<file path="src/design/rotPkg.sv">
// Shared widths, types and the cosine table; the table function is for elaboration-time use only
package rotPkg;

  // ------------------------------------------------------------------
  // Datapath sizes
  // ------------------------------------------------------------------
  localparam int NUM_LANES = 4;   // Samples per vector
  localparam int SAMPLE_W  = 10;
  localparam int PHASE_W   = 16;
  localparam int TABLE_W   = 10;  // Top bits of phase index the table
  localparam int PROD_W    = 20;
  localparam int SAT_MAX   = 511;
  localparam int AMP       = 511; // Table amplitude
  localparam int CNT_W     = 16;
  localparam int PIPE_LAT  = 4;   // NCO + two lane stages + collector

  typedef struct packed {
    logic signed [SAMPLE_W-1:0] re;
    logic signed [SAMPLE_W-1:0] im;
  } cplxT;

  typedef cplxT [NUM_LANES-1:0] vecT;

  // Word addresses of the register map
  typedef enum logic [2:0] {
    REG_FREQ  = 3'd0,
    REG_PHASE = 3'd1,
    REG_CTRL  = 3'd2,
    REG_SAT0  = 3'd3,
    REG_SAT1  = 3'd4,
    REG_SAT2  = 3'd5,
    REG_SAT3  = 3'd6
  } wbRegE;

  typedef struct packed {
    logic [PHASE_W-1:0] freq;           // Phase step per sample
    logic               phaseLoad;      // One-cycle load strobe
    logic [PHASE_W-1:0] phaseLoadValue;
    logic               enable;
    logic               satClear;       // One-cycle clear strobe
  } cfgT;

  // Round half away from zero
  function automatic int roundReal(input real x);
    if (x >= 0.0) return $rtoi(x + 0.5);
    return -$rtoi(0.5 - x);
  endfunction

  // AMP * (cos, sin) of 2*pi*k/1024
  function automatic cplxT phaseTable(input int k);
    real  ang;
    cplxT e;
    ang  = 2.0 * 3.14159265358979323846 * real'(k) / real'(1 << TABLE_W);
    e.re = SAMPLE_W'(roundReal(real'(AMP) * $cos(ang)));
    e.im = SAMPLE_W'(roundReal(real'(AMP) * $sin(ang)));
    return e;
  endfunction

endpackage

</file>
<file path="src/design/rotLane.sv">
// One complex multiply lane, two register stages, truncates to bits 18:9 and clips to +/-511
`timescale 1ns/1ps

module rotLane (
  input  logic         clk,
  input  logic         rst,
  input  rotPkg::cplxT sample,
  input  rotPkg::cplxT phasor,
  input  logic         valid,
  output rotPkg::cplxT laneOut,
  output logic         laneSat,
  output logic         laneValid
);

  localparam int HI = rotPkg::PROD_W - 2;             // Top kept bit
  localparam int LO = HI - rotPkg::SAMPLE_W + 1;

  // (a + bi)(c + di) = (ac - bd) + (bc + ad)i
  logic signed [rotPkg::PROD_W-1:0] ac, bd, bc, ad;
  logic signed [rotPkg::PROD_W:0]   sumRe, sumIm;
  logic                             prodValid;
  logic [rotPkg::SAMPLE_W:0]        clipRe, clipIm;  // {sat, value}

  // Keep HI:LO unless the guard bits disagree
  function automatic logic [rotPkg::SAMPLE_W:0] clip(input logic signed [rotPkg::PROD_W:0] s);
    logic [2:0] guard;
    guard = s[rotPkg::PROD_W -: 3];
    if (guard == 3'b000 || guard == 3'b111) return {1'b0, s[HI:LO]};
    if (s[rotPkg::PROD_W]) return {1'b1, rotPkg::SAMPLE_W'(-rotPkg::SAT_MAX)};
    return {1'b1, rotPkg::SAMPLE_W'(rotPkg::SAT_MAX)};
  endfunction

  // ------------------------------------------------------------------
  // Stage 1 products
  // ------------------------------------------------------------------
  always_ff @(posedge clk) begin
    ac <= sample.re * phasor.re;
    bd <= sample.im * phasor.im;
    bc <= sample.im * phasor.re;
    ad <= sample.re * phasor.im;
  end

  // ------------------------------------------------------------------
  // Stage 2 combine and clip
  // ------------------------------------------------------------------
  always_comb begin
    sumRe  = (rotPkg::PROD_W+1)'(ac) - (rotPkg::PROD_W+1)'(bd);
    sumIm  = (rotPkg::PROD_W+1)'(bc) + (rotPkg::PROD_W+1)'(ad);
    clipRe = clip(sumRe);
    clipIm = clip(sumIm);
  end

  always_ff @(posedge clk) begin
    laneOut.re <= clipRe[rotPkg::SAMPLE_W-1:0];
    laneOut.im <= clipIm[rotPkg::SAMPLE_W-1:0];
    laneSat    <= clipRe[rotPkg::SAMPLE_W] || clipIm[rotPkg::SAMPLE_W];
  end

  always_ff @(posedge clk) begin
    if (rst) begin
      prodValid <= 1'b0;
      laneValid <= 1'b0;
    end else begin
      prodValid <= valid;
      laneValid <= prodValid;
    end
  end

endmodule

</file>
<file path="config.mk">
export PLATFORM = sky130hd
export DESIGN_NAME = rotLane
export DESIGN_NICKNAME = d
export VERILOG_FILES = /design/src/design/rotPkg.sv /design/src/design/rotLane.sv
export SDC_FILE = /design/constraint.sdc
export NUM_CORES = 1
export LEC_CHECK = 0
export ABC_AREA = 1
export BUFFER_PORTS_ARGS = -buffer_cell sky130_fd_sc_hd__buf_2
export CORE_ASPECT_RATIO = 0.6
export CORE_UTILIZATION = 55
export CTS_CLUSTER_SIZE = 28
export DETAILED_ROUTE_END_ITERATION = 10
export PLACE_DENSITY = 0.81
export SYNTH_ARGS = -nofsm -noshare
export SYNTH_HDL_FRONTEND = slang
export SYNTH_SLANG_ARGS = --single-unit
export TNS_END_PERCENT = 1
</file>
<file path="constraint.sdc">
create_clock -name clk -period 4.6 [get_ports clk]
set_input_delay 0 -clock clk [delete_from_list [all_inputs] [get_ports clk]]
set_output_delay 0 -clock clk [all_outputs]
set_load 0.01 [all_outputs]
</file>
Word level (Yosys, flattened, before mapping)
Index checks and enable logic that the tools add are counted.
W data, S select, Z words.
- flip-flop bits (word level): 103
- input port bits: 43
- output and inout bits: 22
- $add $sub $neg: 2
- multiply operators: 4
- equal/unequal tests: 2
- mux-type cells: 14
- reductions and logical operators: 5
- operators by type and width (kind ; number):
    $mux W11 ; 8
    $mul A10 B10 Y20 ; 4
    $add A20 B20 Y21 ; 1
    $sub A20 B20 Y21 ; 1
    $eq A3 B3 Y1 const B ; 2
    $logic_not A3 Y1 ; 2
    $mux W1 ; 6
    $logic_or A1 B1 Y1 ; 3

Longest topological paths before layout
- depth in word-level cells: 8
- depth in mapped cells: 22
- mapped depth without buffers: 21

Worst setup path after synthesis
No wires, ideal clock.
- kind: input to register
- start point: input sample[18] in the netlist's numbering
- end point: register ad[14] in the netlist's numbering
- setup time: 72 ps
- arrival: 4486 ps
- data required time: 4528 ps
- slack: 42 ps
- stages: 18
- buffers on the path: 2
- cells stage by stage: clkbuf_1 buf_1 nand2_1 fa_1 inv_1 fa_1 fa_1 fa_1 inv_1 fa_1 inv_1 ha_1 nand2_1 or2_2 nand3_1 a21boi_0 o21ai_0 xor2_1
- cells in the longest elaborated chain, start to end: 1
- ends and longest elaborated chain (element ; line ; RTL):
    from (decl) ; rotLane.sv:7 ; input rotPkg::cplxT sample,
    $mul A10 B10 Y20 ; rotLane.sv:40 ; ad <= sample.re * phasor.im;
    to (signal assigned) ; rotLane.sv:40 ;
    to (decl) ; rotLane.sv:19 ; logic signed [rotPkg::PROD_W-1:0] ac, bd, bc, ad;
Every way passes these cells.
A chain may end at the register's enable or synchronous reset.

Final worst setup path
- start point: input sample[9] in the netlist's numbering
- end point: register bd[15] in the netlist's numbering
- cells in the longest elaborated chain, start to end: 1
- ends and longest elaborated chain (element ; line ; RTL):
    $mul A10 B10 Y20 ; rotLane.sv:38 ; bd <= sample.im * phasor.im;
    to (signal assigned) ; rotLane.sv:38 ;
    to (decl) ; rotLane.sv:19 ;
Every way passes these cells.

==> impl_metrics.env <==
export IMPL_status="complete, no violations"
export IMPL_synth_seq_cells=103
export IMPL_yosys_most_used_dff="dfxtp_1"
export IMPL_avgSynthCellArea_um2=7.593
export IMPL_muxShareOfSynthArea_pct=0
export IMPL_r2r_end="laneSat$_DFF_P_"
export IMPL_finClkSkew_ns=0.01439
export IMPL_synth_top_family_by_area="adder cells"
export IMPL_cts_buffers=9
export IMPL_reg2regPathDepth=13
export IMPL_postPlaceCellArea_mm2=0.02284
export IMPL_ios=65
export IMPL_clkSinkCount=103
export IMPL_finish_net_count=3547
export IMPL_max_freq_ghz=0.2275
export IMPL_die_x_um=255.7
export IMPL_yosysSeqAreaShare_pct=9.706
export IMPL_grt_pass1_wl_mm=89.08
export IMPL_synth_edf_count=0
export IMPL_synth_fa_ha_area_share_pct=48.08
export IMPL_crit_required_ns=4.85
export IMPL_finalHoldViolCount=0
export IMPL_drt_wl_total_mm=54.12
export IMPL_worstMarginPinSlew_ns=0.5788
export IMPL_crit_arrival_ns=4.64
export IMPL_drive_gt1_share_pct=7.832
export IMPL_worstHoldStart="phasor[10]"
export IMPL_core_area_mm2=0.03785
export IMPL_grt_max_degree=21
export IMPL_place_congestion=1.000
export IMPL_dieArea_mm2=0.03944
export IMPL_hpwlAfterDp_mm=46.81
export IMPL_start_util_pct=56.13
export IMPL_r2r_setup_slack_ns=1.84
export IMPL_grt_pass1_vias=17900
export IMPL_r2r_start="bd[14]$_DFF_P_"
export IMPL_chipHeight_um=154.2
export IMPL_layout_area_overhead_vs_synth_pct=8.958
export IMPL_grt_use_total_pct=28.69
export IMPL_io_buffers=64
export IMPL_cp_common_cell="fa_1"
export IMPL_drtPass1Iterations=5
export IMPL_hold_end="bc[0]$_DFF_P_"
export IMPL_remaining_drc_errors=0
export IMPL_synthCells=2798
export IMPL_grt_remaining_overflow=0
export IMPL_final_cell_mix="inv_1 (824), nand2_1 (706), fa_1 (363)"
export IMPL_ys_types=44
export IMPL_drt_iter0_markers=1774
export IMPL_crit_type="in -> reg"
export IMPL_cts_root_buf="clkbuf_16"
export IMPL_clock_latency_ns=0.39
export IMPL_period_share_pct=95.57
export IMPL_final_common_cell="inv_1"
export IMPL_design_area_mm2=0.02315
export IMPL_syn_area_mm2=0.02125
export IMPL_antenna_found_initial=3
export IMPL_setup_ws_ns=0.2038
export IMPL_final_core_util_pct=61.16
export IMPL_end_kind="register"
export IMPL_htree_num_levels=3
export IMPL_critPathMaxStageDelay_ns=0.67
export IMPL_ys_warn_count=0
export IMPL_num_rows=55
export IMPL_worst_path_max_delay_cell="fa_1"
export IMPL_maxCapViolCount=0
export IMPL_slew_headroom_pct=61.41
export IMPL_hp_class="in -> reg"
export IMPL_routed_via_density=5.184
export IMPL_setup_violations=0
export IMPL_rsz0062_at_grt="false"
export IMPL_dp_worst_setup_slack_ns=-0.1731
export IMPL_synth_xor_area_share_pct=4.040
export IMPL_crit_path_max_fanout=20
export IMPL_period_needed_ns=4.396
export IMPL_setup_tns_ns=0
export IMPL_wl_per_cell_um=15.79
export IMPL_yosys_area_share_simple_pct=17.67
export IMPL_vias=17770
export IMPL_clk_path_buf_depth=2
export IMPL_cts_tree="built"
export IMPL_synth_compound_area_share_pct=4.446
export IMPL_async_flop_share_pct=0
export IMPL_start_kind="primary input"
export IMPL_antenna_left=0
export IMPL_slew_viol_final=0
export IMPL_whs_path_depth=3
export IMPL_crit_chain="buf_2, buf_12, nand2_1, fa_1, inv_1, fa_1, fa_1, fa_1, inv_1, fa_1, inv_1, ha_1, inv_1, o21ai_0, a21oi_1, nand3_1, xor2_1"
export IMPL_clk_pin_slew_ns=0.09
export IMPL_syn_num_nets=3439
-- per-stage QoR --
stage          instances  hold slack [ns]
6_report            3427          0.04378
2_1_floorplan       2798          0.07118
3_5_place_dp        3406           0.1743
5_1_grt             3427          0.05894
3_3_place_gp        3406           0.1693
4_1_cts             3424          0.03031
-- state kept, by name, indices dropped and copies added, names as in the netlist --
register / flops
laneOut: 20
bc: 20
ad: 20
laneValid: 1
prodValid: 1
bd: 20
ac: 20
laneSat: 1
-- cells in the mapped netlist, types with 4 or more instances --
cell      instances  area share [%]
inv_1           824              15
nand2_1         706              12
fa_1            364              34
ha_1            234              14
dfxtp_1         103             9.7
nor2_1           97             1.7
a21oi_1          81             1.9
clkbuf_1         75             1.3
xor2_1           71             2.9
nand3_1          65             1.5
o21ai_0          33            0.78
xnor2_1          27             1.1
o21bai_1         20            0.71
nand4_1          13            0.38
nand2_2          12            0.35
nor3_1           11            0.26
a21boi_0          7            0.25
a31oi_1           5            0.15
or2_2             5            0.15
and2_1            4            0.12
inv_2             4           0.071
-- worst max-delay path: cells and delay by family --
family,cells,cell delay [ns]
and+or+nand+nor,2,0.31
buffers and inverters,6,0.59
AOI/OAI and AO/OA,2,0.40
xor gates and xnor gates,1,0.40
adders and majority gates,6,2.91
-- layout make-up --
type / count / area [um2]
antenna: 3 / 7.507
clock buffer: 9 / 225.2
clock inverter: 7 / 55.05
fill: 3260 / 14700
inverter: 828 / 3108
multi-input combinational: 1787 / 15780
sequential: 103 / 2062
tap: 513 / 641.9
timing repair buffer: 177 / 1274
-- cells by family after synthesis --
family,count (synthesis)
AO/OA/AOI/OAI,162
adder cells (fa/ha/maj),598
buffers and inverters,908
AND/OR/NAND/NOR,929
flip-flops,103
XOR/XNOR,98
-- layer usage --
metal	GRT usage [%]	share of wire [%]
met1	40.85	43
met2	41.59	42
met3	10.80	14
met4	5.731	1.4
met5	0	0
-- repair_timing --
| action | 4_1_cts | 5_1_grt |
|---|---|---|
| endpoints found under the hold margin | 2 | 0 |
| hold buffers | 2 | 0 |
| setup buffers | 0 | 0 |
| gates resized for setup | 0 | 1 |
| setup endpoints to repair | 0 | 1 |
-- worst max-delay path by stage --
stage | startpoint | end
floorplan | sample[18] | ad[14]$_DFF_P_
global placement | sample[9] | bd[15]$_DFF_P_
detailed placement | sample[19] | ac[19]$_DFF_P_
CTS | sample[19] | ac[19]$_DFF_P_
global route | sample[9] | bc[19]$_DFF_P_
finish | sample[9] | bd[15]$_DFF_P_
Power is not shown: default switching activity piles up to over one toggle a cycle in this logic, so the estimate is an artifact.
