===== config.mk =====
export PLATFORM = sky130hd
export DESIGN_NAME = rotCtrl
export DESIGN_NICKNAME = d
export VERILOG_FILES = /design/src/design/rotPkg.sv /design/src/design/rotCtrl.sv
export SDC_FILE = /design/constraint.sdc
export NUM_CORES = 1
export LEC_CHECK = 0
export BUFFER_PORTS_ARGS = -buffer_cell sky130_fd_sc_hd__buf_2
export CAP_MARGIN = 25
export CORE_MARGIN = 2
export CORE_UTILIZATION = 37
export CTS_CLUSTER_SIZE = 30
export DETAILED_ROUTE_END_ITERATION = 8
export PLACE_DENSITY = 0.94
export SYNTH_ARGS = -nofsm -noshare
export SYNTH_HDL_FRONTEND = slang
export SYNTH_SLANG_ARGS = --single-unit
export TNS_END_PERCENT = 20

===== constraint.sdc =====
create_clock -name clk -period 1.6 [get_ports clk]
set_clock_uncertainty 0.15 [all_clocks]
set_input_delay 0.08 -clock clk [delete_from_list [all_inputs] [get_ports clk]]
set_output_delay 0.08 -clock clk [all_outputs]
set_load 0.01 [all_outputs]

===== src/design/rotPkg.sv =====
// Shared widths, types and the cosine table; the table function is for elaboration-time use only
package rotPkg;

  // ------------------------------------------------------------------
  // Datapath sizes
  // ------------------------------------------------------------------
  localparam int NUM_LANES = 4;   // Samples per vector
  localparam int SAMPLE_W  = 10;
  localparam int PHASE_W   = 16;
  localparam int TABLE_W   = 10;  // Top bits of phase index the table
  localparam int PROD_W    = 20;
  localparam int SAT_MAX   = 511;
  localparam int AMP       = 511; // Table amplitude
  localparam int CNT_W     = 16;
  localparam int PIPE_LAT  = 4;   // NCO + two lane stages + collector

  typedef struct packed {
    logic signed [SAMPLE_W-1:0] re;
    logic signed [SAMPLE_W-1:0] im;
  } cplxT;

  typedef cplxT [NUM_LANES-1:0] vecT;

  // Word addresses of the register map
  typedef enum logic [2:0] {
    REG_FREQ  = 3'd0,
    REG_PHASE = 3'd1,
    REG_CTRL  = 3'd2,
    REG_SAT0  = 3'd3,
    REG_SAT1  = 3'd4,
    REG_SAT2  = 3'd5,
    REG_SAT3  = 3'd6
  } wbRegE;

  typedef struct packed {
    logic [PHASE_W-1:0] freq;           // Phase step per sample
    logic               phaseLoad;      // One-cycle load strobe
    logic [PHASE_W-1:0] phaseLoadValue;
    logic               enable;
    logic               satClear;       // One-cycle clear strobe
  } cfgT;

  // Round half away from zero
  function automatic int roundReal(input real x);
    if (x >= 0.0) return $rtoi(x + 0.5);
    return -$rtoi(0.5 - x);
  endfunction

  // AMP * (cos, sin) of 2*pi*k/1024
  function automatic cplxT phaseTable(input int k);
    real  ang;
    cplxT e;
    ang  = 2.0 * 3.14159265358979323846 * real'(k) / real'(1 << TABLE_W);
    e.re = SAMPLE_W'(roundReal(real'(AMP) * $cos(ang)));
    e.im = SAMPLE_W'(roundReal(real'(AMP) * $sin(ang)));
    return e;
  endfunction

endpackage


===== src/design/rotCtrl.sv =====
// Wishbone classic slave; one ack per strobe, a held strobe must drop before the next access
`timescale 1ns/1ps

module rotCtrl (
  input  logic                                         clk,
  input  logic                                         rst,
  input  logic [2:0]                                   wbAdr,
  input  logic [31:0]                                  wbDatW,
  input  logic                                         wbWe,
  input  logic                                         wbStb,
  input  logic                                         wbCyc,
  input  logic [rotPkg::NUM_LANES-1:0][rotPkg::CNT_W-1:0] satCount,
  output logic [31:0]                                  wbDatR,
  output logic                                         wbAck,
  output rotPkg::cfgT                                  cfg
);

  typedef enum logic {IDLE, ACK} stateE;

  stateE                       state;
  logic                        holdOff;   // Set after ack until stb drops
  logic [rotPkg::PHASE_W-1:0]  freqReg;
  logic                        enableReg;
  logic                        wrStrobe;
  rotPkg::wbRegE               regSel;

  assign regSel   = rotPkg::wbRegE'(wbAdr);
  assign wbAck    = (state == ACK);
  assign wrStrobe = wbAck && wbWe;

  // ------------------------------------------------------------------
  // Handshake
  // ------------------------------------------------------------------
  always_ff @(posedge clk) begin
    if (rst) begin
      state   <= IDLE;
      holdOff <= 1'b0;
    end else begin
      case (state)
        IDLE: begin
          if (wbStb && wbCyc && !holdOff) state <= ACK;
          if (!wbStb) holdOff <= 1'b0;
        end
        ACK: begin
          state   <= IDLE;
          holdOff <= 1'b1;  // Wait for master to release stb
        end
        default: state <= IDLE;
      endcase
    end
  end

  // Register writes land at the end of the ack cycle
  always_ff @(posedge clk) begin
    if (rst) begin
      freqReg   <= '0;
      enableReg <= 1'b0;
    end else if (wrStrobe) begin
      if (regSel == rotPkg::REG_FREQ) freqReg <= wbDatW[rotPkg::PHASE_W-1:0];
      if (regSel == rotPkg::REG_CTRL) enableReg <= wbDatW[0];
    end
  end

  // Strobes live only for the ack cycle
  assign cfg.freq           = freqReg;
  assign cfg.phaseLoad      = wrStrobe && (regSel == rotPkg::REG_PHASE);
  assign cfg.phaseLoadValue = wbDatW[rotPkg::PHASE_W-1:0];
  assign cfg.enable         = enableReg;
  assign cfg.satClear       = wrStrobe && (regSel == rotPkg::REG_CTRL) && wbDatW[1];

  // Read mux, valid while ack is high
  always_comb begin
    wbDatR = '0;
    case (regSel)
      rotPkg::REG_FREQ: wbDatR[rotPkg::PHASE_W-1:0] = freqReg;
      rotPkg::REG_CTRL: wbDatR[0] = enableReg;   // Clear bit reads back 0
      rotPkg::REG_SAT0: wbDatR[rotPkg::CNT_W-1:0] = satCount[0];
      rotPkg::REG_SAT1: wbDatR[rotPkg::CNT_W-1:0] = satCount[1];
      rotPkg::REG_SAT2: wbDatR[rotPkg::CNT_W-1:0] = satCount[2];
      rotPkg::REG_SAT3: wbDatR[rotPkg::CNT_W-1:0] = satCount[3];
      default: wbDatR = '0;  // Phase register is write only
    endcase
  end

endmodule


---- Yosys cells after proc, flatten, opt, wreduce, memory -nomap -nowiden ----
Cells that the tools add are included.
word-level totals
  register bits after elaboration ......... 19
  input bits .............................. 104
  output and inout bits ................... 68
  word-level logic and storage cells ...... 28
cells by class
  equality and inequality tests ........... 7
  mux-type cells .......................... 6
  bitwise gates (word level) .............. 1
  reduce and logical (&&, ||, !) cells .... 10
operator list
  cell                count
  $pmux 15 s5         1
  $eq 3x3->1 const B  3
  $eq 3x2->1 const B  2
  $logic_and 1x1->1   6
  $pmux 1 s6          1
  $pmux 1 s2          2
  $reduce_and 2->1    2
  $eq 3x1->1 const B  1
  $logic_not 3->1     1
  $mux 1              2
  $ne 2x2->1 const B  1
  $logic_not 1->1     1
  $not 1->1           1

---- Depth between registers and ports, before layout ----
Gate-level depths: netlist of run 1.
  depth in word-level cells ............... 4
  gate-level depth with buffers ........... 5
  mapped depth without buffers ............ 3

---- Least setup slack after synthesis of run 1 ----
OpenSTA, ideal clock, no wires.
  path kind ............................... register to register
  start point ............................. reg state, in the netlist wbAck
  end point ............................... reg freqReg[15] (netlist name)
  setup time .............................. 72 ps
  data arrival time ....................... 1239 ps
  required time ........................... 1378 ps
  setup slack ............................. 139 ps
  stages on the path, launching flop included .. 5
  path buffers ............................ 1
  cells stage by stage .................... dfxtp_1 nand3b_4 nor3_4 buf_6 mux2i_1
on the way
  word-level cells in the longest chain between the ends .. 2
RTL lines
  what                               line           text
  start: declaration                 rotCtrl.sv:20  stateE state;
  start signal: assignment           rotCtrl.sv:36  state <= IDLE;
  start signal: assignment           rotCtrl.sv:41  if (wbStb && wbCyc && !holdOff) state <= ACK;
  start signal: assignment           rotCtrl.sv:45  state <= IDLE;
  $logic_and 1x1->1                  rotCtrl.sv:29  assign wrStrobe = wbAck && wbWe;
  $reduce_and 2->1 (no source line)  -
  end signal: assignment             rotCtrl.sv:59  if (regSel == rotPkg::REG_FREQ) freqReg <= wbDatW[rotPkg::PHASE_W-1:0];
  end: declaration                   rotCtrl.sv:22  logic [rotPkg::PHASE_W-1:0] freqReg;
Every way passes these cells.
A chain may end at the register's enable or synchronous reset.

---- Final worst setup path of run 1 ----
  start point ............................. in wbCyc
  end point ............................... reg state, in the netlist wbAck
on the way
  word-level cells in the longest chain between the ends .. 4
RTL lines
  what                             line           text
  start: declaration               rotCtrl.sv:11  input logic wbCyc,
  $logic_and 1x1->1 (2 in series)  rotCtrl.sv:41
  $mux 1                           rotCtrl.sv:41
  $pmux 1 s2                       rotCtrl.sv:39  case (state)
  end signal: assignment           rotCtrl.sv:41
  end signal: assignment           rotCtrl.sv:45
  end signal: assignment           rotCtrl.sv:48  default: state <= IDLE;
Every way passes these cells.

==> key figures, run 1 <==
Layout
  – Layout cells sized above 1: 45.7%
  – Area growth syn-to-layout: 45.5%
  – Antenna diodes: 0
  – Final net count: 451
  – Final cell count without fillers: 400

Timing
  – Setup TNS: 0 ps
  – Worst setup margin: 38.7 ps
  – Final Hold Vio Count: 0
  – Crit share post-route: 97.6%
  – FMAX: ~0.64 GHz
  – Count of final setup violators: 0
  – Pins Over Slew Limit: 0
  – Crit path time final: 1560 ps

Global routing
  – Vias in the first global route: 1,887
  – Global-route wire length before repair: ~8600 µm
  – Largest net degree at the start of global routing: 36
  – GR Overflow Total: 0
  – Initial antenna violation count: 0
  – Global-route usage over all layers: 20.4%

Die
  – Initial Util: 38.0%
  – Die X: 73.4 µm
  – I/O Pins: between 150 and 200
  – Die ar.: around 5400 µm²
  – Die height: 73.4 µm
  – Core Area: about 4700 µm²
  – Rows: 25

Yosys
  – Async SR Flop Fraction: 0%
  – Synth warnings: 0
  – Commonest cells in the netlist: buf_4 (35), nand2b_1 (33), mux2i_1 (27)
  – Distinct cells, synth: 29
  – Register bit total from synthesis: 19
  – Post-synth EDFFs: 0
  – Main synth FF type: dfxtp_1
  – Syn Inst Count: ~210
  – Top-count cell post-synth: buf_4
  – Synth top area cells: dfxtp_1 (21%), mux2i_1 (15%), buf_4 (15%), nand2b_1 (12%), a221oi_1 (6.9%)
  – Syn_area_per_cell: 8.52 µm²
  – Post-synth top area share: 21.3%
  – Register area share after synthesis: 21.3%
  – Largest area contributor in the netlist: dfxtp_1
  – Post-Synthesis Cell Area: 1780 µm²

Pwr
  – Cell Pwr Density: 491 nW/µm²
  – Logic gate share of total power: a little over a third
  – Clk pwr share: between 20% and 30%
  – Seq pwr share: 37.7%
  – Switching share of power: between 20 and 30%
  – Max VDD drop: ~0.0005 V
  – P_sw: 0.380 mW
  – Power Internal: 0.892 mW
  – Pleak: roughly 1.3 nW

Placement
  – Placed Cells incl. Taps: 377
  – Post-detail-place hpwl: about 4300 µm
  – Placement Setup Slack: 113 ps
  – GP Congestion: 0.828
  – Port bufs: 139

Clock network
  – Worst-case clock buffer depth: 2
  – Root Buffer Master: clkbuf_8
  – Clock transition at path regs: 70 ps
  – CTS Buf Count: 3
  – TritonCTS clock tree: done
  – Clock Latency Late Sink: 250 ps
  – CTS sink count: 19
  – Setup Fix Bufs, Post-CTS: 0
  – H-tree lvl count: 1

Detailed routing
  – Vias/cell: 4.98
  – Routed wire length: approximately 5900 µm
  – DRT iter0 DRCs: 79
  – Via count: 1,992
  – Residual DRC: 0
  – 1st-pass router iterations: 4
  – Antenna-violating nets left: 0
  – Routed len/inst: 14.7 µm

Worst setup path
  – Crit Path Max Fanout: 1
  – CP Launch Type: primary input
  – CP Class: in2reg
  – Reg2Reg Setup Slack: approximately 340 ps
  – WP data arrival: 1560 ps
  – Critical Path End Type: flop
  – Worst EP required: roughly 1600 ps

Outcome
  – Status: complete, no violations

Hold path
  – Hold Crit Class: in2reg

Flow run
  – Max-cap violations: 0
==> power by group through the flow <==
| stage | clock network [mW] | logic, mW | registers (mW) |
|---|---|---|---|
| final | 0.329 | 0.464 | 0.480 |
| after global routing | 0.362 | 0.509 | 0.480 |
| after CTS | 0.337 | 0.458 | 0.480 |
| after global placement | 0 | 0.410 | 0.491 |
| after detailed placement | 0 | 0.421 | 0.491 |
| after floorplan | 0 | 0.281 | 0.491 |
==> layout make-up <==
type                       count  area [µm²]
clock buffer                   4        45.0
fill                         432        2100
multi-input combinational    157        1140
sequential                    19         384
tap                           54        67.6
timing repair buffer         166         958
==> per-stage QoR <==
step	area (µm²)	power [mW]	hold WS [ps]	util, %
2_1_floorplan	1840	0.772	49.4	-
3_3_place_gp	2340	0.900	163	49.9
3_5_place_dp	2340	0.912	164	49.9
4_1_cts	2580	1.27	90.5	55.0
5_1_grt	2590	1.35	163	55.3
6_report	2590	1.27	109	55.3
==> registers in the layout (all words and copies together), names as in the netlist <==
| name | count |
|---|---|
| enableReg | 1 |
| freqReg | 16 |
| holdOff | 1 |
| wbAck | 1 |
==> final timing paths <==
kind                                            from                  endpoint  depth (start not counted)
worst min-delay path                             rst      holdOff$_SDFFE_PP0P_                          2
worst max register to register      wbAck$_SDFF_PP0_  freqReg[13]$_SDFFE_PP0P_                          4
worst max-delay path                           wbCyc          wbAck$_SDFF_PP0_                          5
worst min register to register  holdOff$_SDFFE_PP0P_          wbAck$_SDFF_PP0_                          1
==> layer usage <==
layer  GRT usage [%]  vias to the layer above  routed length (µm)
li1                -                      971                   -
met1            24.1                      902                2330
met2            38.7                      108                3010
met3            2.47                       11                 435
met4            5.05                        0                  96
met5               0                        -                   0
==> cell usage in the layout, fill, tap and decap left out <==
cell             n
buf_2          139
nand2b_1        33
mux2i_1         27
dlygate4sd3_1   19
dfxtp_1         18
conb_1          16
a221oi_1        14
nand2_1         11
a31oi_1         10
or2_0            9
a21oi_1          7
buf_4            7
mux2_1           6
a22oi_1          5
clkbuf_8         3
nor2b_1          2
and2_1           2
nor2_1           2
nor3b_1          2
a2bb2oi_1        1
nor2_2           1
and2b_1          1
mux2_4           1
a221oi_2         1
nand3b_1         1
o221ai_1         1
nand3b_4         1
nor3b_2          1
nor3_4           1
nor4_2           1
clkbuf_1         1
buf_12           1
dfxtp_4          1
==> critical path, stage by stage <==
cell and delay, ps:
dlygate4sd3_1 550, buf_2 110, nand2_1 40, dlygate4sd3_1 590, nor4_2 180
==> cells by family after synthesis <==
family	share of synthesized area [%]
mux	19.8
buf+inv	18.6
other cells	0.210
compound gates	16.3
flops	21.3
simple gates	23.7
==> timing repair <==
item,CTS,global route
endpoints found under the hold margin,18,0
endpoints found under the setup margin,1,2
gates resized for setup,1,3
hold buffers,19,0
Power figures use the tool's default switching activity.
==> run 2: changes to the inputs <==
==> constraint.sdc (replaced) <==
create_clock -name clk -period 1.6 [get_ports clk]
set_clock_uncertainty 0.15 [all_clocks]
set_input_delay 0.32 -clock clk [delete_from_list [all_inputs] [get_ports clk]]
set_output_delay 0.32 -clock clk [all_outputs]
set_load 0.01 [all_outputs]
==> key figures, run 2 (same netlist as run 1, synthesis figures left out) <==
Outcome
  – Status: finished with violations
  – Failing checks: negative setup slack

Die
  – Core Area: 4690 µm² (unchanged)
  – Rows: 25 (unchanged)
  – Initial Util: 38.0% (unchanged)
  – I/O Pins: 172 (unchanged)
  – Die ar.: 5390 µm² (unchanged)
  – Die height: 73.4 µm (unchanged)
  – Die X: 73.4 µm (unchanged)

Worst setup path
  – Cell Chain, Critical Path: buf_12 > buf_6 > mux2_4 > a221oi_4 > a21oi_2 > buf_2
  – Crit Path Max Fanout: 6 (+5)
  – Crit path max-delay family: buffers and inverters
  – Critical R2R Capture: freqReg[13]$_SDFFE_PP0P_
  – R2R cell count: 5 (+1)
  – Worst Setup SP: wbAdr[0]
  – CP endpoint: wbDatR[5]
  – Slowest stage cell, crit path: mux2_4
  – Worst Path Buf+Inv: 3 (unchanged)
  – Worst reg2reg path startpoint: wbAck$_SDFF_PP0_
  – Critical path's largest stage delay: 300 ps (-290 ps)
  – CP Launch Type: primary input
  – WP data arrival: 1280 ps (-280 ps)
  – Worst path depth: 6 (+1)
  – Reg2Reg Setup Slack: 260 ps (-80 ps)
  – Critical Path End Type: output port
  – Worst EP required: 1130 ps (-470 ps)
  – CP Class: in2out

Detailed routing
  – Routed len/inst: 15.0 µm (+2.5%)
  – DRT iter0 DRCs: 73 (-7.6%)
  – Routed wire length: 5930 µm (+0.99%)
  – Via count: 1,984 (-0.40%)
  – Residual DRC: 0 (unchanged)
  – Antenna-violating nets left: 0 (unchanged)
  – Vias/cell: 5.04 (+1.1%)
  – 1st-pass router iterations: 6 (+2)

Clock network
  – TritonCTS clock tree: done
  – Setup Fix Bufs, Post-CTS: 0 (unchanged)
  – CTS sink count: 19 (unchanged)
  – Worst-case clock buffer depth: 2 (unchanged)
  – H-tree lvl count: 1 (unchanged)
  – Clock transition at path regs: 70 ps (about the same)
  – CTS Buf Count: 3 (unchanged)
  – Root Buffer Master: clkbuf_8
  – Clock Latency Late Sink: 250 ps (about the same)

Placement
  – Post-detail-place hpwl: 4520 µm (+4.0%)
  – GP Congestion: 0.797 (-3.8%)
  – Port bufs: 139 (unchanged)

Global routing
  – Global-route usage over all layers: 20.0% (-0.43 points)
  – Vias in the first global route: 1,902 (+0.79%)
  – Largest net degree at the start of global routing: 36 (unchanged)
  – GR Overflow Total: 0 (unchanged)
  – Initial antenna violation count: 0 (unchanged)
  – Global-route wire length before repair: 8420 µm (-2.2%)

Layout
  – Max reg flops: 16 (unchanged)
  – Area growth syn-to-layout: 54.6%
  – Antenna diodes: 0 (unchanged)
  – Util after Layout: 58.7% (+3.5 points)
  – Largest Register: freqReg
  – Commonest non-fill, non-tap cell in the layout: buf_2
  – # fillers: 442 (+2.3%)
  – Final net count: 445 (-1.3%)
  – Layout cells sized above 1: 57.4% (+12 points)
  – Most frequent cells in the layout: buf_2 (137), nand2b_1 (33), mux2i_1 (27), dfxtp_1 (18), conb_1 (16)

Timing
  – Final Hold Vio Count: 0 (unchanged)
  – Crit path time final: 1750 ps (+189 ps)
  – Worst setup margin: -150 ps (-189 ps)
  – FMAX: 0.571 GHz (-11%)
  – RSZ-0062 raised after global routing: true
  – Pins Over Slew Limit: 0 (unchanged)
  – Count of final setup violators: 18 (+18)
  – Crit share post-route: 109% (+12 points)

Pwr
  – Pleak: 1.34 nW (+5.6%)
  – Max VDD drop: 0.000460 V (-8.1%)
  – Cell Pwr Density: 481 nW/µm² (-2.0%)
  – Design Power: 1.33 mW (+4.2%)

Flow run
  – Max-cap violations: 0 (unchanged)

Hold path
  – Hold Crit Class: in2reg
[run 2: worst min path at each step]
stage | endpoint | slack, ps | cells past startpoint | startpoint
final | wbAck$_SDFF_PP0_ | 150 | 3 | wbCyc
after global routing | wbAck$_SDFF_PP0_ | 160 | 3 | wbCyc
after CTS | wbAck$_SDFF_PP0_ | 150 | 3 | wbCyc
after detailed placement | wbAck$_SDFF_PP0_ | 280 | 1 | holdOff$_SDFFE_PP0P_
after global placement | wbAck$_SDFF_PP0_ | 250 | 1 | holdOff$_SDFFE_PP0P_
after floorplan | wbAck$_SDFF_PP0_ | 250 | 1 | holdOff$_SDFFE_PP0P_
[run 2: layer usage]
metal	track usage (%)	routed length [µm]	vias to the layer above
met1	23.8	2470	916
li1	-	-	965
met5	0	0	-
met2	38.2	3080	95
met4	4.44	77	0
met3	1.92	293	8
[run 2: final cells by class]
| class | count | area (µm²) | share of cell area, % |
|---|---|---|---|
| timing repair buffer | 158 | 923 | 33.5 |
| tap | 54 | 67.6 | 2.45 |
| multi-input combinational | 159 | 1340 | 48.5 |
| sequential | 19 | 382 | 13.9 |
| clock buffer | 4 | 45.0 | 1.63 |
[run 2: power by group]
| part | leakage [nW] | internal (mW) | switching, mW |
|---|---|---|---|
| clock network | 0.0228 | 0.176 | 0.146 |
| logic | 1.16 | 0.268 | 0.254 |
| registers | 0.154 | 0.477 | 0.00388 |
[run 2: tightest hold or removal path, cell delays in order]
cell     delay, ps
buf_2          100
nand2_1         50
nor4_1          50
[run 2: what timing repair did]
| action | 4_1_cts | 5_1_grt |
|---|---|---|
| setup endpoints to repair | 18 | 18 |
| pin swaps | 11 | 7 |
| hold buffers | 0 | 0 |
| endpoints found under the hold margin | 0 | 0 |
| cloned | 3 | 0 |
| resized for setup | 34 | 8 |
[run 2: stage by stage]
step	hold WS [ps]	TNS [ps]	instances	instance area [µm²]	worst slack [ps]
after global routing	162	-2400	394	2760	-175
after detailed placement	279	-5340	387	2470	-380
final	153	-1570	394	2760	-150
after global placement	253	-4360	387	2470	-296
after CTS	148	-1530	394	2700	-155
after floorplan	246	-266	224	1890	-49.6
