$ cat src/design/rotPkg.sv
// Shared widths, types and the cosine table; the table function is for elaboration-time use only
package rotPkg;

  // ------------------------------------------------------------------
  // Datapath sizes
  // ------------------------------------------------------------------
  localparam int NUM_LANES = 4;   // Samples per vector
  localparam int SAMPLE_W  = 10;
  localparam int PHASE_W   = 16;
  localparam int TABLE_W   = 10;  // Top bits of phase index the table
  localparam int PROD_W    = 20;
  localparam int SAT_MAX   = 511;
  localparam int AMP       = 511; // Table amplitude
  localparam int CNT_W     = 16;
  localparam int PIPE_LAT  = 4;   // NCO + two lane stages + collector

  typedef struct packed {
    logic signed [SAMPLE_W-1:0] re;
    logic signed [SAMPLE_W-1:0] im;
  } cplxT;

  typedef cplxT [NUM_LANES-1:0] vecT;

  // Word addresses of the register map
  typedef enum logic [2:0] {
    REG_FREQ  = 3'd0,
    REG_PHASE = 3'd1,
    REG_CTRL  = 3'd2,
    REG_SAT0  = 3'd3,
    REG_SAT1  = 3'd4,
    REG_SAT2  = 3'd5,
    REG_SAT3  = 3'd6
  } wbRegE;

  typedef struct packed {
    logic [PHASE_W-1:0] freq;           // Phase step per sample
    logic               phaseLoad;      // One-cycle load strobe
    logic [PHASE_W-1:0] phaseLoadValue;
    logic               enable;
    logic               satClear;       // One-cycle clear strobe
  } cfgT;

  // Round half away from zero
  function automatic int roundReal(input real x);
    if (x >= 0.0) return $rtoi(x + 0.5);
    return -$rtoi(0.5 - x);
  endfunction

  // AMP * (cos, sin) of 2*pi*k/1024
  function automatic cplxT phaseTable(input int k);
    real  ang;
    cplxT e;
    ang  = 2.0 * 3.14159265358979323846 * real'(k) / real'(1 << TABLE_W);
    e.re = SAMPLE_W'(roundReal(real'(AMP) * $cos(ang)));
    e.im = SAMPLE_W'(roundReal(real'(AMP) * $sin(ang)));
    return e;
  endfunction

endpackage

$ cat src/design/laneCollect.sv
// Output vector register and per-lane saturation counters that stick at all ones
`timescale 1ns/1ps

module laneCollect (
  input  logic                                          clk,
  input  logic                                          rst,
  input  rotPkg::cfgT                                   cfg,
  input  rotPkg::vecT                                   laneOut,
  input  logic [rotPkg::NUM_LANES-1:0]                  laneSat,
  input  logic                                          laneValid, // Lane 0 stands for all
  output rotPkg::vecT                                   outVec,
  output logic                                          outValid,
  output logic [rotPkg::NUM_LANES-1:0][rotPkg::CNT_W-1:0] satCount
);

  localparam logic [rotPkg::CNT_W-1:0] CNT_MAX = '1;

  always_ff @(posedge clk) begin
    outVec <= laneOut;
  end

  always_ff @(posedge clk) begin
    if (rst) outValid <= 1'b0;
    else     outValid <= laneValid;
  end

  // ------------------------------------------------------------------
  // Saturation counters
  // ------------------------------------------------------------------
  always_ff @(posedge clk) begin
    if (rst || cfg.satClear) begin
      satCount <= '0;
    end else if (laneValid) begin
      for (int i = 0; i < rotPkg::NUM_LANES; i++) begin
        if (laneSat[i] && satCount[i] != CNT_MAX) begin
          satCount[i] <= satCount[i] + 1'b1;
        end
      end
    end
  end

endmodule

$ cat config.mk
export PLATFORM = sky130hd
export DESIGN_NAME = laneCollect
export DESIGN_NICKNAME = d
export VERILOG_FILES = /design/src/design/rotPkg.sv /design/src/design/laneCollect.sv
export SDC_FILE = /design/constraint.sdc
export NUM_CORES = 1
export LEC_CHECK = 0
export BUFFER_PORTS_ARGS = -buffer_cell sky130_fd_sc_hd__buf_2
export CORE_MARGIN = 5
export CORE_UTILIZATION = 48
export DETAILED_ROUTE_END_ITERATION = 8
export GPL_TIMING_DRIVEN = 1
export PLACE_DENSITY = 0.85
export SLEW_MARGIN = 25
export SYNTH_ARGS = -nofsm -noshare
export SYNTH_HDL_FRONTEND = slang
export SYNTH_SLANG_ARGS = --single-unit
$ cat constraint.sdc
create_clock -name clk -period 3.4 [get_ports clk]
set_input_delay 0.17 -clock clk [delete_from_list [all_inputs] [get_ports clk]]
set_output_delay 0.17 -clock clk [all_outputs]
set_load 0.01 [all_outputs]
* Yosys cells after proc, flatten, opt, wreduce, memory -nomap -nowiden
Cells that the tools add are included.
Word-level totals: flip-flop bits (word level) 145, input bits 122, output and inout port bits 145, memory bits (read-only) 0, latch bits 0, bits in writable memories 0, memories kept 0
Cells by class: bitwise logic cells 0, shifts and indexed selects 0, $mul 0, eq/ne operators 4, magnitude comparators 0, mux-type cells 0, divide/modulo/power cells 0, reduce and logical (&&, ||, !) cells 9, add/subtract/negate cells 4
Operators by type and width (number):
- $add 16x1->16 const B | 4
- $ne 16x16->1 const B | 4
- $reduce_and 2->1 | 4
- $logic_and 1x1->1 | 4
- $logic_or 1x1->1 | 1

* Longest topological paths before layout
Gate-level depths: netlist (run 1).
depth in word-level cells 3, mapped depth 6, depth with buffers taken out 5

* Worst setup path before layout (run 1)
No wires, ideal clock.
path kind register -> register, start register satCount[34] (netlist bit), end register satCount[47] (netlist bit), data required time 3.330 ns, setup time 0.070 ns, arrival 1.682 ns, period minus slack after synthesis 1.752 ns, cell stages (with the launch flop) 5, setup slack 1.648 ns, buffers on the path 0, path through dfxtp_1 -> nand3_1 -> or4_4 -> or4_1 -> a21oi_1
On the way: cells in the longest elaborated chain, start to end 3, elaborated cells between the ends (all ways) 4, those cells by class 1 x add/sub; 1 x eq/ne; 2 x reduce/logical
Ends and longest elaborated chain:
- from (decl) | RTL line laneCollect.sv:13 | output logic [rotPkg::NUM_LANES-1:0][rotPkg::CNT_W-1:0] satCount
- from (signal, indexed assignment) | RTL line laneCollect.sv:36 | satCount[i] <= satCount[i] + 1'b1;
- branches (longest 3 deep; another with $add 16x1->16)
Several ways; the timed one is not identified. A chain may end at the register's enable or synchronous reset.

* Worst setup path after layout (run 1)
start register satCount[32] (netlist bit), end register satCount[44] (netlist bit)
The elaborated chain is that of the path after synthesis.

==> out/results.tsv, run 1 <==
metric	value	unit
status	completed	
slew_headroom	0.471	
core	10200	um^2
ir_drop	0.379	mV
seqCellArea	2900	um^2
tns	0	ns
drv_slew	0	
yosysTopAreaCellShare	0.583	
min_path_type	in2reg	
io_buffers	232	
wl	18.7	mm
final_antenna_net_count	0	
via_per_inst	5.81	
drtIter0Drc	584	
grt_antenna_before_repair	0	
netlist_instances	489	
vias	5547	
grt_usage	0.296	
dieWidth	112	um
period_needed	1.96	ns
synth-seq-cells	145	
synth-compound-area-share	0.149	
yosysMostFrequentCell	dfxtp_1	
synth_common_cells	dfxtp_1, nand2_1, a21oi_1, or3_1	
cpMaxStageDelayCell	or4_1	
pwr-share-seq	0.455	
cts_tree	done	
grt_pass1_vias	5464	
critical_path.max_fanout	6	
fin_nets	931	
synthAdderAreaFrac	0.0101	
multi_input_area	1980	um^2
fmax	509	MHz
whs	0.0167	ns
dp_hpwl	10.8	mm
combinationalPowerShare	0.068	
crit_required	3.84	ns
firstDrtPassIters	5	
initial_core_util	0.486	
synth-xor-area-share	0	
rows	37	
syn_nets	615	
post_cts_buffers	0	
end_kind	flop	
h-tree-depth	4	
insertion_delay	0.52	ns
syn_area	4980	um^2
die_h	112	um
drive_above_1_share	0.345	
place.gp.congestion	0.832	
drc	0	
die-area	12500	um^2
rsz0062_at_grt	no	
cts.clk_slew.worst_paths	0.06	ns
crit_chain	ha_1, and3_1, o211ai_1, or4_1, a21oi_1	
muxShareOfSynthArea	0.0261	
dominantRegCellSynth	dfxtp_1	
setup_viol	0	
grt_pass1_wl	29.7	mm
clock_path_buffers	2	
final_core_util	0.748	
synth_top_family_by_area	simple AND/OR/NAND/NOR gates	
fin_worst_skew	0.0131	ns
cpPeakStageDelay	0.51	ns
fin_crit_sh	0.577	
grt_max_degree	25	
timing.final.hold_violations	0	
power.switching	911	uW
post_cts_resized	0	
critPathKind	reg2reg	
cp.arrival	2.41	ns
synth-seq-area-share	0.583	
cap_violations	0	
worst_pin_slew	0.793	ns
diodes	0	
drt-wirelength-per-cell	19.6	um
cts-buffers-inserted	17	
power	3900	uW
synth_edf_count	0	
clkPwrFrac	0.477	
startpoint_type	flop	
dp_slack	1.38	ns
grt_overflow	0	
yosysWarnings	0	
area_growth_syn_to_layout	53.8	%
cts-root-buf	clkbuf_8	
leakage	0.00328	uW
cts.sinks	145	
synth-simple-area-share	0.211	
synth.avg_cell_area	10.2	um^2
switching_share	0.234	
synth.area.top_cells	dfxtp_1, a21oi_1, nand2_1	
ys_types	42	
powerDensity	509	nW/um^2
async_reset_ff_frac	0	
p_int	2990	uW
fill_cells	672	
io_pins	267	
setup_slack	1.44	ns
yosys.area.top_type	dfxtp_1	
[placed cells by master, fill, tap and decap left out, types with 17 or more instances in the layout]
cell type / synthesis / layout
dlygate4sd3_1: 0 / 80
nand2_1: 48 / 48
nand3_1: 20 / 20
dfxtp_1: 145 / 145
or3_1: 22 / 22
nand4_1: 17 / 17
buf_2: 3 / 232
a21oi_1: 36 / 36
or4_1: 20 / 20
o21ai_0: 18 / 18
[registers in the layout, indices dropped and copies added (netlist names)]
name and flops:
outVec 80, satCount 64, outValid 1
[layout make-up]
cell class                 count  share of cell area
sequential                   145               0.379
multi-input combinational    317               0.258
tap                          136              0.0222
timing repair buffer         315               0.259
clock buffer                  19              0.0577
clock inverter                13              0.0191
inverter                       9             0.00441
[metrics by stage]
step	area, um^2	instances
6_report	7660	954
2_1_floorplan	4980	489
3_3_place_gp	6260	842
3_5_place_dp	6260	842
4_1_cts	7650	954
5_1_grt	7660	954
[critical path: cells and delay by family (launching register included)]
| family | cells | cell delay, ns |
|---|---|---|
| adder cells (fa/ha/maj) | 1 | 0.28 |
| AO/OA/AOI/OAI | 2 | 0.43 |
| flip-flops | 1 | 0.41 |
| AND/OR/NAND/NOR | 2 | 0.79 |
[path summary, 6_finish.rpt]
kind | startpoint | endpoint | slack, ns | depth (start not counted)
max | satCount[32] | satCount[44] | 1.44 | 5
min | rst | outValid | 0.02 | 2
min reg2reg | satCount[63] | satCount[63] | 0.49 | 2
max reg2reg | satCount[32] | satCount[44] | 1.44 | 5
[per-layer routing]
metal / vias up / routed length, um / global-route usage
met3: 88 / 1520 / 0.0832
met4: 0 / 1100 / 0.174
met5: - / 0 / 0
met2: 345 / 9310 / 0.506
li1: 2483 / - / -
met1: 2631 / 6810 / 0.328
[cell families after synthesis]
logic type,count (synthesis)
flip-flops,145
buffers and inverters,27
AO/OA/AOI/OAI,113
adder cells (fa/ha/maj),4
multiplexers,13
AND/OR/NAND/NOR,187
[power groups by stage]
stage                     combinational (uW)  clock, uW  sequential, uW
final                                    267       1860            1770
after global routing                     282       1970            1780
after CTS                                250       1850            1770
after detailed placement                 179          0            1800
after global placement                   173          0            1800
after floorplan                         29.4          0            1830
[what timing repair did]
item | 4_1_cts | 5_1_grt
setup endpoints to repair | 0 | 0
hold endpoints to repair | 80 | 0
hold buffers | 80 | 0
(Power assumes the default switching activity.)
==> run 2: changes to the inputs <==
- ABC_AREA: not set -> 1
- CORE_UTILIZATION: 48 -> 42
- PLACE_DENSITY: 0.85 -> 0.76
- clock period: 3.4 -> 1.8 ns (I/O delays scaled with it)
==> run 2 against run 1 <==
Compared with the run above: count of clock-buffer cells in the layout unchanged; utilization down 11 points; cell area up 9.5%; critical endpoint is now satCount[45]; highest routed layer unchanged.
==> out/results.tsv, run 2 <==
metric	value	unit
leakage	0.00409	uW
path_buf_inv	1	
dp_slack	-0.0741	ns
reg_top3	outVec x80, satCount x64, outValid x1	
synth_edf_count	0	
status	completed	
place_area	7000	um^2
crit_required	2.11	ns
grt_overflow	0	
drv_slew	0	
end_kind	flop	
cpMaxStageDelayCell	dfxtp_1	
rows	42	
drt-wirelength-per-cell	14.0	um
dieWidth	126	um
combinationalPowerShare	0.085	
io_pins	267	
diodes	0	
period_needed	1.66	ns
ir_drop	0.715	mV
clock_path_buffers	2	
largest_reg_flops	80	
firstDrtPassIters	5	
syn_nets	894	
place.gp.congestion	0.829	
synth-seq-cells	145	
wl	18.1	mm
cpPeakStageDelay	0.39	ns
syn_area	5630	um^2
drtIter0Drc	264	
reg2regPathDepth	9	
slew_headroom	0.686	
worst_pin_slew	0.470	ns
fin_worst_skew	0.0138	ns
grt_usage	0.222	
setup_slack	0.143	ns
crit_chain	ha_1, nand2_1, nor2_4, nand2_2, nor2_4, nor2_4, buf_12, a21oi_1, nor2_1	
synth_common_cells	nand2_1, dfxtp_1, nor2_1, inv_1, nand3_1	
crit_family	simple AND/OR/NAND/NOR gates	
final_antenna_net_count	0	
critical_path_depth	9	
yosysWarnings	0	
dominantRegCellSynth	dfxtp_1	
synth-seq-area-share	0.516	
cts-buffers-inserted	17	
netlist_instances	768	
drc	0	
cts_tree	done	
clkPwrFrac	0.451	
drive_above_1_share	0.280	
cts.sinks	145	
fmax	604	MHz
rsz0062_at_grt	no	
powerDensity	865	nW/um^2
die_h	126	um
finalInstanceArea	8380	um^2
min_path_type	in2reg	
core	13200	um^2
grt_max_degree	23	
grt_pass1_vias	5841	
io_buffers	232	
fin_nets	1226	
synth.area.top_cells	dfxtp_1, nand2_1, nor2_1	
synth.avg_cell_area	7.33	um^2
switching_share	0.243	
timing.final.hold_violations	0	
initial_core_util	0.427	
cp.arrival	1.96	ns
cap_violations	0	
dp_hpwl	11.8	mm
via_per_inst	4.55	
vias	5866	
yosys.area.top_type	dfxtp_1	
yosysMostFrequentCell	nand2_1	
grt_pass1_wl	28.3	mm
layout_commonest_cell	buf_2	
async_reset_ff_frac	0	
power.switching	1760	uW
crit_top_cell	nor2_4	
largest-register	outVec	
yosysTopAreaCellShare	0.516	
critical_path.max_fanout	21	
fin_crit_sh	0.920	
startpoint_type	flop	
p_int	5480	uW
h-tree-depth	4	
hold_depth	4	
cts.clk_slew.worst_paths	0.06	ns
setup_viol	0	
grt_antenna_before_repair	0	
critPathKind	reg2reg	
pwr-share-seq	0.464	
insertion_delay	0.42	ns
area_growth_syn_to_layout	48.9	%
final_cell_mix	buf_2, nand2_1, dfxtp_1	
cts-root-buf	clkbuf_16	
ys_types	21	
die-area	15800	um^2
-- run 2: changes by cell type in the layout (fill, tap and decap cells not counted), sizes merged, moves of 16 or more --
| cell | delta |
|---|---|
| nand2 | +180 |
| nor2 | +137 |
| inv | +105 |
| nand3 | +48 |
| or3 | -22 |
| or4 | -21 |
| o21ai | -18 |
| o31ai | -16 |
-- run 2: routing by layer --
layer	global-route usage	wire, um	part of all wire	vias up
met3	0.0601	1240	0.069	41
li1	-	-	-	2986
met2	0.403	9140	0.50	208
met4	0.114	693	0.038	0
met1	0.236	7030	0.39	2631
met5	0	0	0	-
-- run 2: power by group through the flow --
| stage | combinational [uW] | sequential [uW] | clock (uW) |
|---|---|---|---|
| finish | 615 | 3360 | 3270 |
| detailed placement | 458 | 3430 | 0 |
| global placement | 450 | 3420 | 0 |
| global route | 667 | 3370 | 3430 |
| CTS | 596 | 3350 | 3310 |
| floorplan | 155 | 3480 | 0 |
-- run 2: logic make-up after synthesis --
family	share of synthesized area
adders and majority gates	0.00889
AOI/OAI and AO/OA	0.0196
xor gates and xnor gates	0.00467
and+or+nand+nor	0.348
DFF	0.516
buffers and inverters	0.103
-- run 2: timing repair --
action | 4_1_cts | 5_1_grt
endpoints found under the setup margin | 14 | 7
hold endpoints to repair | 81 | 0
gates cloned | 0 | 1
hold buffers | 81 | 0
pin swaps | 0 | 1
buffers inserted | 0 | 0
gates resized for setup | 2 | 1
-- run 2: path summary, 6_finish.rpt --
kind | from | endpoint | slack, ns
hold reg to reg | satCount[25] | satCount[25] | 0.53
hold / removal | cfg[0] | satCount[17] | 0.02
setup / recovery | satCount[32] | satCount[45] | 0.14
setup reg to reg | satCount[32] | satCount[45] | 0.14
-- run 2: worst min-delay path, cell delays in order --
cell	delay, ns
buf_2	0.12
nor2_4	0.08
nand2_1	0.07
nor2_1	0.03
-- run 2: final cells by class --
type	count	area, um^2
sequential	145	2900
clock inverter	12	96.3
fill	1077	4810
clock buffer	19	453
tap	176	220
multi-input combinational	493	2180
inverter	114	428
timing repair buffer	329	2100
-- run 2: per-stage QoR --
| stage | hold WS [ns] | TNS, ns | cells | utilization | power, uW |
|---|---|---|---|---|---|
| finish | 0.0211 | 0 | 1288 | 0.635 | 7250 |
| global route | 0.0457 | 0 | 1288 | 0.635 | 7470 |
| CTS | 0.0179 | 0 | 1287 | 0.635 | 7260 |
| detailed placement | 0.194 | -0.399 | 1175 | 0.531 | 3880 |
| global placement | 0.192 | 0 | 1175 | 0.531 | 3870 |
| floorplan | 0.118 | 0 | 768 | - | 3640 |
==> run 3: changes to the inputs <==
- CORE_UTILIZATION: 42 -> 50
- PLACE_DENSITY: 0.76 -> 0.85
- clock period: 1.8 -> 2.1 ns (I/O delays scaled with it)
==> run 3 against run 2 <==
Compared with the run above: cell count decreased by 3.6%; count of clock-buffer cells in the layout up 1; utilization increased by 12 points; via count rose by 6.9%; power shrank 11%; first-iteration DRC count increased to 2.8 times the previous value; register-to-register slack better by 0.10 ns; critical path type unchanged; largest power group is now the clock network.
==> out/results.tsv, run 3 (same netlist as run 2, synthesis figures left out) <==
metric	value	unit
status	completed	
crit_family	simple AND/OR/NAND/NOR gates	
dieWidth	116	um
clock_path_buffers	2	
io_buffers	232	
drive_above_1_share	0.272	
drt-wirelength-per-cell	16.5	um
critPathKind	reg2reg	
cts-root-buf	clkbuf_16	
setup_viol	0	
p_int	4850	uW
timing.final.hold_violations	0	
final_cells	1241	
largest_reg_flops	80	
power	6450	uW
path_buf_inv	0	
via_per_inst	5.05	
fin_worst_skew	0.0107	ns
cts.sinks	145	
cp-startpoint	satCount[32]	
crit_chain	ha_1, nand2_1, nor2_4, nand2_2, nor2_4, nor2_2, nand3_1, nand2_1, nor2_1	
post_cts_buffers	0	
drc	0	
final_antenna_net_count	0	
h-tree-depth	4	
core	10900	um^2
fin_crit_sh	0.884	
powerDensity	780	nW/um^2
cp.arrival	2.17	ns
rows	38	
grt_overflow	0	
period_needed	1.86	ns
io_pins	267	
end_kind	flop	
grt_usage	0.306	
wl	20.5	mm
grt_antenna_before_repair	0	
min_path_type	in2reg	
diodes	0	
largest-register	outVec	
grt_max_degree	34	
firstDrtPassIters	7	
final_core_util	0.757	
die-area	13500	um^2
cpPeakStageDelay	0.46	ns
cts-buffers-inserted	17	
power.switching	1600	uW
crit_required	2.41	ns
clkPwrFrac	0.469	
grt_pass1_vias	6007	
startpoint_type	flop	
final_cell_mix	buf_2, nand2_1, dfxtp_1	
combinationalPowerShare	0.083	
vias	6271	
finalInstanceArea	8270	um^2
ir_drop	0.868	mV
placedCellCount	1127	
area_growth_syn_to_layout	47.0	%
critical_path.max_fanout	12	
worst_pin_slew	0.558	ns
initial_core_util	0.515	
layout_commonest_cell	buf_2	
switching_share	0.248	
cpMaxStageDelayCell	nor2_2	
place_area	6860	um^2
die_h	116	um
reg2reg_from	satCount[32]	
drtIter0Drc	729	
tns	0	ns
min_from	cfg[0]	
leakage	0.00404	uW
rsz0062_at_grt	no	
place.gp.congestion	0.893	
cts_tree	done	
insertion_delay	0.43	ns
r2r_slack	0.24	ns
drv_slew	0	
slew_headroom	0.628	
cts.clk_slew.worst_paths	0.06	ns
grt_pass1_wl	31.5	mm
fin_nets	1214	
dp_hpwl	11.5	mm
fmax	539	MHz
cap_violations	0	
pwr-share-seq	0.448	
reg_top3	outVec x80, satCount x64, outValid x1	
==> run 3: timing repair <==
item                                   4_1_cts  5_1_grt
setup endpoints to repair                    0        4
hold buffers                                81        0
endpoints found under the hold margin       81        0
resized for setup                            0        1
==> run 3: layout make-up <==
cell class	instances	area [um^2]
Multi-Input combinational cell	493	2170
Clock buffer	20	467
Sequential cell	145	2900
Timing Repair Buffer	317	2010
Tap cell	140	175
Inverter	114	428
Fill cell	738	2660
Clock inverter	12	121
==> run 3: per-stage QoR <==
step | setup WS (ns) | hold slack, ns
floorplan | 0.601 | 0.133
global placement | 0.280 | 0.207
detailed placement | 0.190 | 0.209
CTS | 0.184 | 0.0283
global route | 0.157 | 0.0534
finish | 0.243 | 0.0554
==> run 3: power by group through the flow <==
stage	sequential [uW]	clock, uW	combinational, uW
floorplan	2990	0	133
global placement	2930	0	373
detailed placement	2940	0	383
CTS	2880	3000	505
global route	2900	3200	568
finish	2890	3030	534
==> run 3: worst min-delay path, delay by kind of cell <==
kind	cells	cell delay, ns
buffers and inverters	1	0.10
AND/OR/NAND/NOR	3	0.22
==> run 3: path summary, 6_finish.rpt <==
check             cells past startpoint      endpoint
setup / recovery                      9  satCount[35]
hold / removal                        4  satCount[59]
setup reg to reg                      9  satCount[35]
hold reg to reg                       2  satCount[30]
==> run 3: layer usage <==
metal | GRT usage | wire length, um | up-vias
met5 | 0 | 0 | -
met4 | 0.176 | 1140 | 0
met3 | 0.0891 | 1750 | 92
met2 | 0.513 | 10100 | 389
met1 | 0.348 | 7550 | 2825
li1 | - | - | 2965
